<file path="config.mk">
export PLATFORM = sky130hd
export DESIGN_NAME = video_pattern_top
export DESIGN_NICKNAME = d
export VERILOG_FILES = /design/src/video_pkg.sv /design/src/pixel_counter.sv /design/src/frame_timing_fsm.sv /design/src/pattern_gen.sv /design/src/rgb565_expand.sv /design/src/sync_delay.sv /design/src/video_pattern_top.sv
export SDC_FILE = /design/constraint.sdc
export NUM_CORES = 1
export LEC_CHECK = 0
export ABC_CLOCK_PERIOD_IN_PS = 3200
export BUFFER_PORTS_ARGS = -buffer_cell sky130_fd_sc_hd__buf_4
export CORE_UTILIZATION = 65
export CTS_CLUSTER_SIZE = 24
export DETAILED_ROUTE_END_ITERATION = 6
export PLACE_DENSITY = 0.81
export SYNTH_ARGS = -nofsm -noshare
export SYNTH_HDL_FRONTEND = slang
export SYNTH_SLANG_ARGS = --single-unit
</file>
<file path="constraint.sdc">
create_clock -name video_clk -period 3.2 [get_ports video_clk]
set_clock_uncertainty 0.1 [all_clocks]
set_input_delay 0.32 -clock video_clk [delete_from_list [all_inputs] [get_ports video_clk]]
set_output_delay 0.32 -clock video_clk [all_outputs]
set_load 0.1 [all_outputs]
</file>
<file path="src/video_pkg.sv">
// Video pattern shared definitions
`default_nettype none

package video_pkg;

    // ======================================================================
    // widths and pixel words
    // ======================================================================
    localparam int COORD_W = 12;                // position counters and coordinates

    typedef union packed {
        logic [15:0] raw;                       // whole rgb565 word
        struct packed {
            logic [4:0] r;                      // red on top
            logic [5:0] g;
            logic [4:0] b;
        } f;                                    // colour field view
    } pixel565_u;

    typedef logic [23:0] pixel888_t;            // expanded output word

    typedef enum logic [1:0] {BARS, SOLID, RAMP, CHECKER} mode_e;

    // ======================================================================
    // colours
    // ======================================================================
    localparam pixel888_t   BLANK_FILL  = 24'h0F550F;   // shown outside active area
    localparam logic [15:0] SOLID_COLOR = 16'h001F;     // pure blue

    localparam logic [0:7][15:0] BAR_COLORS = '{
        16'hFFFF, 16'hFFE0, 16'h07FF, 16'h07E0,         // white yellow cyan green
        16'hF81F, 16'hF800, 16'h001F, 16'h0000          // magenta red blue black
    };

    // ======================================================================
    // 720p timing defaults
    // ======================================================================
    localparam int DEF_H_TOTAL  = 1650;
    localparam int DEF_H_SYNC   = 40;
    localparam int DEF_H_BPORCH = 220;
    localparam int DEF_H_RES    = 1280;
    localparam int DEF_V_TOTAL  = 750;
    localparam int DEF_V_SYNC   = 5;
    localparam int DEF_V_BPORCH = 20;
    localparam int DEF_V_RES    = 720;

    localparam int PIPE_DEPTH = 2;              // pattern reg plus expand reg

endpackage

`default_nettype wire

</file>
<file path="src/pixel_counter.sv">
// Pixel position counters
`default_nettype none
`timescale 1ns/100ps

module pixel_counter import video_pkg::*;
#(
    parameter int H_TOTAL = DEF_H_TOTAL,
    parameter int V_TOTAL = DEF_V_TOTAL
)
(
    input  wire                 video_clk,
    input  wire                 reset_n,
    output logic [COORD_W-1:0]  h_count_o,      // pixel within line
    output logic [COORD_W-1:0]  v_count_o,      // line within frame
    output logic                line_end_o,     // last pixel of line
    output logic                frame_end_o     // last pixel of frame
);

    localparam logic [COORD_W-1:0] H_LAST = COORD_W'(H_TOTAL - 1);
    localparam logic [COORD_W-1:0] V_LAST = COORD_W'(V_TOTAL - 1);

    logic line_end;
    logic frame_end;

    assign line_end  = (h_count_o == H_LAST);
    assign frame_end = line_end && (v_count_o == V_LAST);

    always_ff @(posedge video_clk or negedge reset_n)
    begin
        if (!reset_n)
        begin
            h_count_o <= '0;
            v_count_o <= '0;
        end
        else
        begin
            if (line_end)
                h_count_o <= '0;                            // wrap line
            else
                h_count_o <= h_count_o + 1'b1;

            if (frame_end)
                v_count_o <= '0;                            // wrap frame
            else if (line_end)
                v_count_o <= v_count_o + 1'b1;              // next line
        end
    end

    assign line_end_o  = line_end;
    assign frame_end_o = frame_end;

endmodule

`default_nettype wire

</file>
<file path="src/frame_timing_fsm.sv">
// Line and frame phase FSM
`default_nettype none
`timescale 1ns/100ps

module frame_timing_fsm import video_pkg::*;
#(
    parameter int H_TOTAL  = DEF_H_TOTAL,
    parameter int H_SYNC   = DEF_H_SYNC,
    parameter int H_BPORCH = DEF_H_BPORCH,
    parameter int H_RES    = DEF_H_RES,
    parameter int V_TOTAL  = DEF_V_TOTAL,
    parameter int V_SYNC   = DEF_V_SYNC,
    parameter int V_BPORCH = DEF_V_BPORCH,
    parameter int V_RES    = DEF_V_RES
)
(
    input  wire                 video_clk,
    input  wire                 reset_n,
    input  wire [COORD_W-1:0]   h_count_i,
    input  wire [COORD_W-1:0]   v_count_i,
    input  wire                 line_end_i,
    input  wire                 frame_end_i,
    input  wire mode_e          mode_i,         // free running level
    output logic                hs_o,
    output logic                vs_o,
    output logic                de_o,
    output logic [COORD_W-1:0]  x_o,            // offset into active area
    output logic [COORD_W-1:0]  y_o,
    output mode_e               mode_o          // held for whole frame
);

    localparam logic [1:0] PH_SYNC   = 2'd0;
    localparam logic [1:0] PH_BPORCH = 2'd1;
    localparam logic [1:0] PH_ACTIVE = 2'd2;
    localparam logic [1:0] PH_FPORCH = 2'd3;

    localparam logic [COORD_W-1:0] H_SYNC_END = COORD_W'(H_SYNC);
    localparam logic [COORD_W-1:0] H_ACT_BEG  = COORD_W'(H_SYNC + H_BPORCH);
    localparam logic [COORD_W-1:0] H_ACT_END  = COORD_W'(H_SYNC + H_BPORCH + H_RES);
    localparam logic [COORD_W-1:0] V_SYNC_END = COORD_W'(V_SYNC);
    localparam logic [COORD_W-1:0] V_ACT_BEG  = COORD_W'(V_SYNC + V_BPORCH);
    localparam logic [COORD_W-1:0] V_ACT_END  = COORD_W'(V_SYNC + V_BPORCH + V_RES);

    logic [1:0] h_state_q;
    logic [1:0] h_state_d;
    logic [1:0] v_state_q;
    logic [1:0] v_state_d;
    logic       line_start_q;                   // count shows h == 0
    logic       frame_start_q;                  // count shows h == 0 and v == 0

    // ======================================================================
    // phase transitions at count boundaries
    // ======================================================================
    always_comb
    begin
        h_state_d = h_state_q;
        if (line_start_q)
            h_state_d = PH_SYNC;                // every line opens with sync
        else
        begin
            case (h_state_q)
                PH_SYNC:   if (h_count_i == H_SYNC_END) h_state_d = PH_BPORCH;
                PH_BPORCH: if (h_count_i == H_ACT_BEG)  h_state_d = PH_ACTIVE;
                PH_ACTIVE: if (h_count_i == H_ACT_END)  h_state_d = PH_FPORCH;
                default:   h_state_d = h_state_q;   // front porch to line start
            endcase
        end

        v_state_d = v_state_q;
        if (frame_start_q)
            v_state_d = PH_SYNC;                // every frame opens with sync
        else if (line_start_q)                  // lines change only at h == 0
        begin
            case (v_state_q)
                PH_SYNC:   if (v_count_i == V_SYNC_END) v_state_d = PH_BPORCH;
                PH_BPORCH: if (v_count_i == V_ACT_BEG)  v_state_d = PH_ACTIVE;
                PH_ACTIVE: if (v_count_i == V_ACT_END)  v_state_d = PH_FPORCH;
                default:   v_state_d = v_state_q;   // front porch to frame start
            endcase
        end
    end

    // ======================================================================
    // state and registered outputs
    // ======================================================================
    always_ff @(posedge video_clk or negedge reset_n)
    begin
        if (!reset_n)
        begin
            h_state_q     <= PH_FPORCH;         // enters sync on first count
            v_state_q     <= PH_FPORCH;
            line_start_q  <= 1'b1;              // counter sits at 0,0 out of reset
            frame_start_q <= 1'b1;
            hs_o          <= 1'b0;
            vs_o          <= 1'b0;
            de_o          <= 1'b0;
            x_o           <= '0;
            y_o           <= '0;
            mode_o        <= BARS;
        end
        else
        begin
            h_state_q     <= h_state_d;
            v_state_q     <= v_state_d;
            line_start_q  <= line_end_i;        // next count is line start
            frame_start_q <= frame_end_i;
            hs_o          <= (h_state_d == PH_SYNC);
            vs_o          <= (v_state_d == PH_SYNC);
            de_o          <= (h_state_d == PH_ACTIVE) && (v_state_d == PH_ACTIVE);
            x_o           <= (h_state_d == PH_ACTIVE) ? h_count_i - H_ACT_BEG : '0;
            y_o           <= (v_state_d == PH_ACTIVE) ? v_count_i - V_ACT_BEG : '0;
            if (frame_start_q)
                mode_o <= mode_i;               // sampled once per frame
        end
    end

endmodule

`default_nettype wire

</file>
<file path="src/pattern_gen.sv">
// RGB565 test pattern generator
`default_nettype none
`timescale 1ns/100ps

module pattern_gen import video_pkg::*;
#(
    parameter int H_RES = DEF_H_RES
)
(
    input  wire                 video_clk,
    input  wire                 reset_n,
    input  wire [COORD_W-1:0]   x_i,
    input  wire [COORD_W-1:0]   y_i,
    input  wire mode_e          mode_i,
    input  wire                 de_i,
    output pixel565_u           pixel_o,
    output logic                valid_o         // de one stage later
);

    localparam int BAR_W = H_RES / 8;           // eight equal bars

    logic [COORD_W-1:0] bar_sel;
    pixel565_u          pix_d;

    assign bar_sel = x_i / COORD_W'(BAR_W);

    always_comb
    begin
        case (mode_i)
            BARS:
                pix_d.raw = BAR_COLORS[bar_sel[2:0]];
            SOLID:
                pix_d.raw = SOLID_COLOR;
            RAMP:
            begin
                pix_d.f.r = x_i[4:0];           // 32 step ramp
                pix_d.f.g = {x_i[4:0], 1'b0};   // g has one extra bit
                pix_d.f.b = x_i[4:0];
            end
            default:                            // checkerboard of 8x8 squares
                pix_d.raw = (x_i[3] ^ y_i[3]) ? BAR_COLORS[0] : BAR_COLORS[7];
        endcase
    end

    // pixel only moves while active
    always_ff @(posedge video_clk)
    begin
        if (de_i)
            pixel_o <= pix_d;
    end

    always_ff @(posedge video_clk or negedge reset_n)
    begin
        if (!reset_n)
            valid_o <= 1'b0;
        else
            valid_o <= de_i;
    end

endmodule

`default_nettype wire

</file>
<file path="src/rgb565_expand.sv">
// RGB565 to 24-bit expansion
`default_nettype none
`timescale 1ns/100ps

module rgb565_expand import video_pkg::*;
(
    input  wire                 video_clk,
    input  wire                 reset_n,
    input  wire pixel565_u      pixel_i,
    input  wire                 valid_i,
    output pixel888_t           pixel_o
);

    pixel888_t pix_wide;

    // byte order of the downstream converter
    // blue field on top, red at the bottom, low bits zero
    assign pix_wide = {pixel_i.f.b, 3'b000,     // bits 4:0
                       pixel_i.f.g, 2'b00,      // bits 10:5
                       pixel_i.f.r, 3'b000};    // bits 15:11

    always_ff @(posedge video_clk or negedge reset_n)
    begin
        if (!reset_n)
            pixel_o <= '0;
        else if (valid_i)
            pixel_o <= pix_wide;
        else
            pixel_o <= BLANK_FILL;              // blanking value
    end

endmodule

`default_nettype wire

</file>
<file path="src/sync_delay.sv">
// Sync and enable delay line
`default_nettype none
`timescale 1ns/100ps

module sync_delay
#(
    parameter int DEPTH = 2                     // stages of pixel pipeline
)
(
    input  wire     video_clk,
    input  wire     reset_n,
    input  wire     hs_i,
    input  wire     vs_i,
    input  wire     de_i,
    output logic    hs_o,
    output logic    vs_o,
    output logic    de_o
);

    logic [DEPTH-1:0] hs_q;                     // bit 0 newest
    logic [DEPTH-1:0] vs_q;
    logic [DEPTH-1:0] de_q;

    always_ff @(posedge video_clk or negedge reset_n)
    begin
        if (!reset_n)
        begin
            hs_q <= '0;
            vs_q <= '0;
            de_q <= '0;
        end
        else
        begin
            hs_q <= DEPTH'({hs_q, hs_i});       // shift in, oldest drops
            vs_q <= DEPTH'({vs_q, vs_i});
            de_q <= DEPTH'({de_q, de_i});
        end
    end

    assign hs_o = hs_q[DEPTH-1];
    assign vs_o = vs_q[DEPTH-1];
    assign de_o = de_q[DEPTH-1];

endmodule

`default_nettype wire

</file>
<file path="src/video_pattern_top.sv">
// Video test pattern source
`default_nettype none
`timescale 1ns/100ps

module video_pattern_top import video_pkg::*;
#(
    parameter int H_TOTAL  = DEF_H_TOTAL,
    parameter int H_SYNC   = DEF_H_SYNC,
    parameter int H_BPORCH = DEF_H_BPORCH,
    parameter int H_RES    = DEF_H_RES,
    parameter int V_TOTAL  = DEF_V_TOTAL,
    parameter int V_SYNC   = DEF_V_SYNC,
    parameter int V_BPORCH = DEF_V_BPORCH,
    parameter int V_RES    = DEF_V_RES
)
(
    input  wire         video_clk,
    input  wire         reset_n,
    input  wire mode_e  mode_i,                 // taken at frame start
    output logic        hs_o,
    output logic        vs_o,
    output logic        de_o,
    output pixel888_t   pixel_o
);

    logic [COORD_W-1:0] h_count;
    logic [COORD_W-1:0] v_count;
    logic               line_end;
    logic               frame_end;
    logic               fsm_hs;
    logic               fsm_vs;
    logic               fsm_de;
    logic [COORD_W-1:0] fsm_x;
    logic [COORD_W-1:0] fsm_y;
    mode_e              fsm_mode;
    pixel565_u          pat_pixel;
    logic               pat_valid;

    // ======================================================================
    // timing
    // ======================================================================
    pixel_counter #(.H_TOTAL(H_TOTAL), .V_TOTAL(V_TOTAL)) counter_i (
        .video_clk   (video_clk),
        .reset_n     (reset_n),
        .h_count_o   (h_count),
        .v_count_o   (v_count),
        .line_end_o  (line_end),
        .frame_end_o (frame_end)
    );

    frame_timing_fsm #(
        .H_TOTAL (H_TOTAL), .H_SYNC (H_SYNC), .H_BPORCH (H_BPORCH), .H_RES (H_RES),
        .V_TOTAL (V_TOTAL), .V_SYNC (V_SYNC), .V_BPORCH (V_BPORCH), .V_RES (V_RES)
    ) timing_i (
        .video_clk   (video_clk),
        .reset_n     (reset_n),
        .h_count_i   (h_count),
        .v_count_i   (v_count),
        .line_end_i  (line_end),
        .frame_end_i (frame_end),
        .mode_i      (mode_i),
        .hs_o        (fsm_hs),
        .vs_o        (fsm_vs),
        .de_o        (fsm_de),
        .x_o         (fsm_x),
        .y_o         (fsm_y),
        .mode_o      (fsm_mode)
    );

    // ======================================================================
    // pixel pipeline and matching sync delay
    // ======================================================================
    pattern_gen #(.H_RES(H_RES)) pattern_i (
        .video_clk (video_clk),
        .reset_n   (reset_n),
        .x_i       (fsm_x),
        .y_i       (fsm_y),
        .mode_i    (fsm_mode),
        .de_i      (fsm_de),
        .pixel_o   (pat_pixel),                 // stage 1
        .valid_o   (pat_valid)
    );

    rgb565_expand expand_i (
        .video_clk (video_clk),
        .reset_n   (reset_n),
        .pixel_i   (pat_pixel),
        .valid_i   (pat_valid),
        .pixel_o   (pixel_o)                    // stage 2
    );

    sync_delay #(.DEPTH(PIPE_DEPTH)) delay_i (
        .video_clk (video_clk),
        .reset_n   (reset_n),
        .hs_i      (fsm_hs),
        .vs_i      (fsm_vs),
        .de_i      (fsm_de),
        .hs_o      (hs_o),
        .vs_o      (vs_o),
        .de_o      (de_o)
    );

endmodule

`default_nettype wire

</file>
==> results of run 1 <==
[path summary, 6_finish.rpt]
kind	start	end	slack [ns]	cells past startpoint
worst max-delay path	timing_i.x_o[11]	pattern_i.pixel_o[14]	0.89	5
worst min-delay path	mode_i[0]	timing_i.mode_o[0]	0.07	2
worst max register to register	timing_i.x_o[11]	pattern_i.pixel_o[14]	0.89	5
worst min register to register	timing_i.vs_o	delay_i.vs_q[0]	0.26	0
max in group asynchronous	reset_n	counter_i.h_count_o[7]	1.96	2
min in group asynchronous	reset_n	expand_i.pixel_o[5]	0.49	2
[routing by layer]
metal	GRT usage, %	vias to the layer above
met5	0	-
met4	9.86	0
met3	4.92	9
met2	40.5	78
met1	29.0	1421
li1	-	1490
[layout by cell type, fill, tap and decap left out, types with 10 or more instances in the layout]
cell type / instances
ha_1: 10
o21ai_0: 13
nand3_1: 12
dfrtp_1: 65
inv_1: 13
nand2_1: 38
xnor2_1: 17
nor2_1: 45
edfxtp_1: 16
and2_1: 14
buf_4: 30
a21oi_1: 14
nand2b_1: 14
[sequential cells by signal (all words and copies together), names as in the netlist, 12 cells and up]
signal,count
counter_i.h_count_o,12
expand_i.pixel_o,17
pattern_i.pixel_o,16
timing_i.x_o,12
counter_i.v_count_o,12
[timing repair]
action	CTS	global route
endpoints found under the setup margin	0	0
hold buffers	1	0
buffers inserted	0	0
hold endpoints to repair	65	0
resized for setup	0	0
[cell families (layout without fill, tap and decap cells)]
| kind of cell | after synthesis | in the layout | synth area share (%) |
|---|---|---|---|
| compound gates | 72 | 72 | 11.3 |
| fa+ha+maj | 11 | 11 | 3.06 |
| mux | 4 | 4 | 0.991 |
| xor+xnor | 24 | 24 | 4.76 |
| flops | 87 | 87 | 51.2 |
| other cells | 1 | 1 | 0.0849 |
| simple gates | 181 | 181 | 23.7 |
| buf+inv | 43 | 60 | 4.87 |
[critical path: cells and delay by family (launching register included)]
family / cells / cell delay [ns]
AO/OA/AOI/OAI: 3 / 0.65
adder cells (fa/ha/maj): 1 / 0.24
flip-flops: 1 / 0.66
AND/OR/NAND/NOR: 1 / 0.40
[cell usage after synthesis, types with 3 or more instances]
| cell type | number | share of area (%) |
|---|---|---|
| a211oi_1 | 3 | 0.51 |
| a21oi_1 | 14 | 1.6 |
| a41oi_1 | 3 | 0.59 |
| and2_1 | 14 | 2.0 |
| and3_1 | 7 | 0.99 |
| buf_2 | 10 | 1.1 |
| buf_4 | 9 | 1.5 |
| clkbuf_1 | 10 | 0.85 |
| dfrtp_1 | 65 | 37 |
| dfstp_2 | 6 | 3.6 |
| edfxtp_1 | 16 | 11 |
| ha_1 | 10 | 2.8 |
| inv_1 | 13 | 1.1 |
| mux2_2 | 3 | 0.76 |
| nand2_1 | 38 | 3.2 |
| nand2b_1 | 14 | 2.0 |
| nand3_1 | 12 | 1.4 |
| nand3b_1 | 3 | 0.51 |
| nand4_1 | 4 | 0.57 |
| nor2_1 | 45 | 3.8 |
| nor2b_1 | 6 | 0.85 |
| nor3_1 | 7 | 0.79 |
| nor4b_1 | 3 | 0.59 |
| o211ai_1 | 8 | 1.4 |
| o21ai_0 | 13 | 1.5 |
| o22ai_1 | 3 | 0.42 |
| o31ai_1 | 6 | 1.0 |
| or4_4 | 4 | 1.0 |
| xnor2_1 | 17 | 3.4 |
| xor2_1 | 7 | 1.4 |
[per-stage QoR]
step / power [mW] / std cells / hold slack (ns) / area, um^2
after global routing: 1.96 / 517 / 0.0572 / 4780
after floorplan: 1.15 / 423 / -0.0756 / 4420
after CTS: 1.91 / 517 / 0.0598 / 4780
final: 1.89 / 517 / 0.0734 / 4780
after global placement: 1.17 / 500 / 0.234 / 4570
after detailed placement: 1.17 / 500 / 0.242 / 4570
[power groups by stage]
stage | Clock (mW) | Combinational, mW | Sequential [mW]
detailed placement | 0 | 0.0249 | 1.15
global route | 0.805 | 0.0287 | 1.12
CTS | 0.762 | 0.0259 | 1.12
global placement | 0 | 0.0244 | 1.15
finish | 0.746 | 0.0243 | 1.12
floorplan | 0 | 0.00605 | 1.15
[final cells by class]
| cell class | instances | area, um^2 |
|---|---|---|
| flip-flops and latches | 87 | 2260 |
| multi-input cells | 293 | 1940 |
| fillers | 448 | 1680 |
| repair buffers | 31 | 235 |
| clock buffers | 9 | 124 |
| well taps | 77 | 96.3 |
| clock inverters | 7 | 70.1 |
| inverters | 13 | 48.8 |
==> metrics.md, run 1 <==
| Metric | Value |
|---|---|
| Status | finished with violations |
| Failing checks | DRC |
| Power Density | 396 nW/um^2 |
| Final period util | slightly above 70% |
| Final WS setup | a little under 0.9 ns |
| TritonCTS clock tree | built |
| Seq cells post-synth | 87 |
| Worst hold path class | input port to flop |
| Pre-antenna DRT Iters | 7 |
| Slew headroom | a little over two fifths |
| Clk pwr share | between 30% and 40% |
| Final hold violation count | 0 |
| Asr flop ratio synth | between 80% and 90% |
| CP max stage cell | dfrtp_1 |
| Gate power share | 1.3% |
| Avg Inst Size Synth | approximately 10 um^2 |
| DRC errors left | 8 |
| CTS Buffer Depth | 2 |
| Library cells used by synthesis | 70 |
| Post-Synthesis Cells | between 400 and 500 |
| Top FF cell, synth | dfrtp_1 |
| Final WL | roughly 7600 um |
| Unrepaired setup endpoints after global routing | false |
| Sequential power share | approximately 59% |
| Core ar. | ~6500 um^2 |
| Area Growth Syn to Fin | 8.13% |
| CP max FO | 19 |
| Nets | 449 |
| CP Data Arrival Time | 2.31 ns |
| HPWL Detailed | 5250 um |
| Port Buffer Count | 29 |
| Switch share | between 20% and 30% |
| Die width | 84.5 um |
| Max VDD drop | approximately 0.00031 V |
| Met3 routed WL | approximately 360 um |
| Die area | between 7000 and 8000 um^2 |
| Initial Util | roughly two thirds |
| Clock tree root driver cell | clkbuf_8 |
| Worst Path Required | 3.20 ns |
| DP Worst Slack | between 0.9 and 1 ns |
| Startpoint Class | flop |
| WL met2 | 3790 um |
| Global-route wire length before repair | about 13,000 um |
| N_diodes | 0 |
| Synthesized area | 4420 um^2 |
| Initial detailed-routing violation count | 205 |
| I/O Pins | 31 |
| Cell Rows | 29 |
| Antenna Nets Post-Route | 0 |
| Clock transition at path regs | roughly 0.10 ns |
| Post-synthesis sequential area ratio | about half |
| CP peak stage delay | between 0.6 and 0.7 ns |
| Pint | ~1.4 mW |
| Antenna violations before repair | 0 |
| Vias per inst | slightly below 6 |
| WL met1 | 3310 um |
| EDFF count, synth | 16 |
| Vias in the first global route | between 2,000 and 3,000 |
| CP Capture Type | flop |
| Skew-Pair Late Insertion Delay | roughly 0.37 ns |
| Fin crit period | 2.31 ns |
| Final setup fails | 0 |
| CTS Buf Count | 9 |
| Routability cong. | around 0.9 |
| Die height | between 80 and 90 um |
| Tightest Pin Transition | around 0.84 ns |
| Layout Utilization | approximately three quarters |
| Setup TNS | 0 ns |
| Routed WL per cell | roughly 15 um |
| Setup CP Type | flop to flop |
| Max cap viols | 0 |
| CTS HTree Levels | 3 |
| Synthesized net count | 437 |
| Leak Pwr | about 2 nW |
| Synth warnings | 0 |
| Total GRT Usage | 23.5% |
| Top Layer Used | met4 |
| Fraction of layout cells with a size suffix above 1 | a little under a fifth |
| Maximum clock rate | about 0.43 GHz |
| Clk sink count | 87 |
| Remaining Overflow, GRT | 0 |
| Largest net degree at the start of global routing | 72 |
| Crit path cell chain | nor2b_1 -> maj3_1 -> a211oi_1 -> o22ai_1 -> o211ai_1 |
| Pins Over Slew Limit | 0 |
| Vias | approximately 3,000 |
| Switching power | 0.463 mW |
No activity file was read; power rests on OpenSTA's default activity.
==> run 2: changes to the inputs <==
--- a/config.mk
+++ b/config.mk
@@ -5,12 +5,12 @@
 export SDC_FILE = /design/constraint.sdc
 export NUM_CORES = 1
 export LEC_CHECK = 0
-export ABC_CLOCK_PERIOD_IN_PS = 3200
+export ABC_CLOCK_PERIOD_IN_PS = 2300
 export BUFFER_PORTS_ARGS = -buffer_cell sky130_fd_sc_hd__buf_4
-export CORE_UTILIZATION = 65
+export CORE_UTILIZATION = 60
 export CTS_CLUSTER_SIZE = 24
 export DETAILED_ROUTE_END_ITERATION = 6
-export PLACE_DENSITY = 0.81
+export PLACE_DENSITY = 0.75
 export SYNTH_ARGS = -nofsm -noshare
 export SYNTH_HDL_FRONTEND = slang
 export SYNTH_SLANG_ARGS = --single-unit
==> constraint.sdc (replaced) <==
create_clock -name video_clk -period 2.3 [get_ports video_clk]
set_clock_uncertainty 0.1 [all_clocks]
set_input_delay 0.23 -clock video_clk [delete_from_list [all_inputs] [get_ports video_clk]]
set_output_delay 0.23 -clock video_clk [all_outputs]
set_load 0.1 [all_outputs]
==> metrics.md, run 2 (synthesis results as in run 1) <==
| Metric | Value |
|---|---|
| Status | finished, final reports clean (was finished with violations) |
| Tightest Pin Transition | 0.861 ns (was 0.843 ns) |
| Port Buffer Count | 29 (unchanged) |
| Leading cell types in the layout, fill and taps excluded | dfrtp_1 (65), nor2_1 (45), buf_4 (41) (was dfrtp_1 (65), nor2_1 (45), nand2_1 (38)) |
| Crit path cell chain | inv_1 -> ha_1 -> or3b_4 -> or4_4 -> and2_4 -> o21ai_2 -> o31ai_1 (was nor2b_1 -> maj3_1 -> a211oi_1 -> o22ai_1 -> o211ai_1) |
| Largest regs | expand_i.pixel_o (17), pattern_i.pixel_o (16) (unchanged) |
| Clock transition at path regs | 0.10 ns (about the same) |
| Skew-Pair Late Insertion Delay | 0.36 ns (was 0.37 ns) |
| Slew headroom | 42.6% (was 43.8%) |
| Max VDD drop | 0.000270 V (was 0.000308 V) |
| Leak Pwr | 2.07 nW (was 2.00 nW) |
| CTS Buf Count | 9 (unchanged) |
| Max FFs per register | 17 (unchanged) |
| Pre-antenna DRT Iters | 4 (was 7) |
| Pins Over Slew Limit | 0 (unchanged) |
| Antenna Nets Post-Route | 0 (unchanged) |
| Largest net degree at the start of global routing | 72 (unchanged) |
| Initial detailed-routing violation count | 94 (was 205) |
| Final hold violation count | 0 (unchanged) |
| Core ar. | 6940 um^2 (was 6460 um^2) |
| Commonest non-fill, non-tap cell in the layout | dfrtp_1 (unchanged) |
| Die height | 87.8 um (was 84.5 um) |
| CP max FO | 5 (was 19) |
| Die width | 87.8 um (was 84.5 um) |
| CP Data Arrival Time | 2.33 ns (was 2.31 ns) |
| Setup TNS | 0 ns (unchanged) |
| Area Growth Syn to Fin | 10.7% (was 8.13%) |
| CTS Buffer Depth | 2 (unchanged) |
| Clock tree root driver cell | clkbuf_8 (unchanged) |
| Power Density | 533 nW/um^2 (was 396 nW/um^2) |
| Max cap viols | 0 (unchanged) |
| Setup CP Type | flop to flop (unchanged) |
| TritonCTS clock tree | built (unchanged) |
| CP peak stage delay | 0.58 ns (was 0.66 ns) |
| Clk sink count | 87 (unchanged) |
| Gates resized, CTS repair | 0 (unchanged) |
| CP max stage cell | or4_4 (was dfrtp_1) |
| Unrepaired setup endpoints after global routing | false (unchanged) |
| Final WL | 7740 um (was 7570 um) |
| Remaining Overflow, GRT | 0 (unchanged) |
| Routability cong. | 0.853 (was 0.878) |
| Nets | 461 (was 449) |
| Die area | 7710 um^2 (was 7130 um^2) |
| DRC errors left | 0 (was 8) |
| Startpoint Class | flop (unchanged) |
| Total GRT Usage | 22.4% (was 23.5%) |
| Vias | 3,086 (was 2,998) |
| Routed WL per cell | 14.1 um (was 14.6 um) |
| HPWL Detailed | 5590 um (was 5250 um) |
| Fraction of layout cells with a size suffix above 1 | 20.6% (was 18.6%) |
| Worst Path Required | 2.44 ns (was 3.20 ns) |
| Final WS setup | 0.119 ns (was 0.890 ns) |
| Vias per inst | 5.63 (was 5.80) |
| WP buf/inv | 1 (was 0) |
| Cell Rows | 30 (was 29) |
| CP delay by family, top | simple AND/OR/NAND/NOR gates (was flip-flops) |
| Initial Util | 63.6% (was 68.4%) |
| CP Capture Type | flop (unchanged) |
| Worst hold path class | input port to flop (unchanged) |
| Final period util | 94.8% (was 72.2%) |
| Global-route wire length before repair | 13,200 um (was 13,000 um) |
| Fin crit period | 2.18 ns (was 2.31 ns) |
| DP Worst Slack | 0.121 ns (was 0.927 ns) |
| Maximum clock rate | 0.458 GHz (was 0.433 GHz) |
| Antenna violations before repair | 0 (unchanged) |
| N_diodes | 0 (unchanged) |
| Final setup fails | 0 (unchanged) |
| CTS HTree Levels | 3 (unchanged) |
| Top reg by flops | expand_i.pixel_o (unchanged) |
| Vias in the first global route | 2,880 (was 2,861) |
| I/O Pins | 31 (unchanged) |
[run 2: metal layers]
| metal | global-route usage [%] | share of wire [%] | vias to the layer above |
|---|---|---|---|
| li1 | - | - | 1516 |
| met1 | 28.2 | 44 | 1494 |
| met2 | 37.8 | 51 | 64 |
| met3 | 5.00 | 3.5 | 12 |
| met4 | 8.35 | 1.5 | 0 |
| met5 | 0 | 0 | - |
[run 2: where the power goes]
part           switching (mW)  leakage [nW]  internal (mW)
clock network           0.584        0.0998          0.423
registers                   0          1.10           1.56
logic                  0.0305         0.869        0.00545
[run 2: layout make-up]
class | count | area (um^2)
Multi-Input combinational cell | 293 | 1940
Fill cell | 521 | 2050
Sequential cell | 87 | 2260
Timing Repair Buffer | 43 | 328
Clock buffer | 9 | 124
Inverter | 13 | 48.8
Clock inverter | 7 | 68.8
Tap cell | 96 | 120
[run 2: final timing paths]
| path | startpoint | to | slack, ns | cells past startpoint |
|---|---|---|---|---|
| setup / recovery | counter_i.v_count_o[1] | counter_i.v_count_o[5] | 0.12 | 7 |
| hold / removal | mode_i[0] | timing_i.mode_o[0] | 0.02 | 2 |
| setup reg to reg | counter_i.v_count_o[1] | counter_i.v_count_o[5] | 0.12 | 7 |
| hold reg to reg | delay_i.hs_q[0] | delay_i.hs_q[1] | 0.26 | 0 |
| max in group asynchronous | reset_n | timing_i.x_o[2] | 1.10 | 2 |
| min in group asynchronous | reset_n | expand_i.pixel_o[21] | 0.41 | 2 |
[run 2: timing repair]
action / CTS / global route
hold buffers: 2 / 0
endpoints found under the hold margin: 66 / 0
buffers inserted: 0 / 0
[run 2: metrics by stage]
step | hold WS (ns) | instance area, um^2 | util, % | power, mW | cells
6_report | 0.0212 | 4890 | 70.5 | 2.61 | 548
2_1_floorplan | -0.166 | 4420 | - | 1.60 | 423
3_5_place_dp | 0.238 | 4680 | 67.4 | 1.63 | 530
5_1_grt | 0.0121 | 4890 | 70.5 | 2.71 | 548
3_3_place_gp | 0.232 | 4680 | 67.4 | 1.63 | 530
4_1_cts | 0.0108 | 4890 | 70.5 | 2.63 | 548
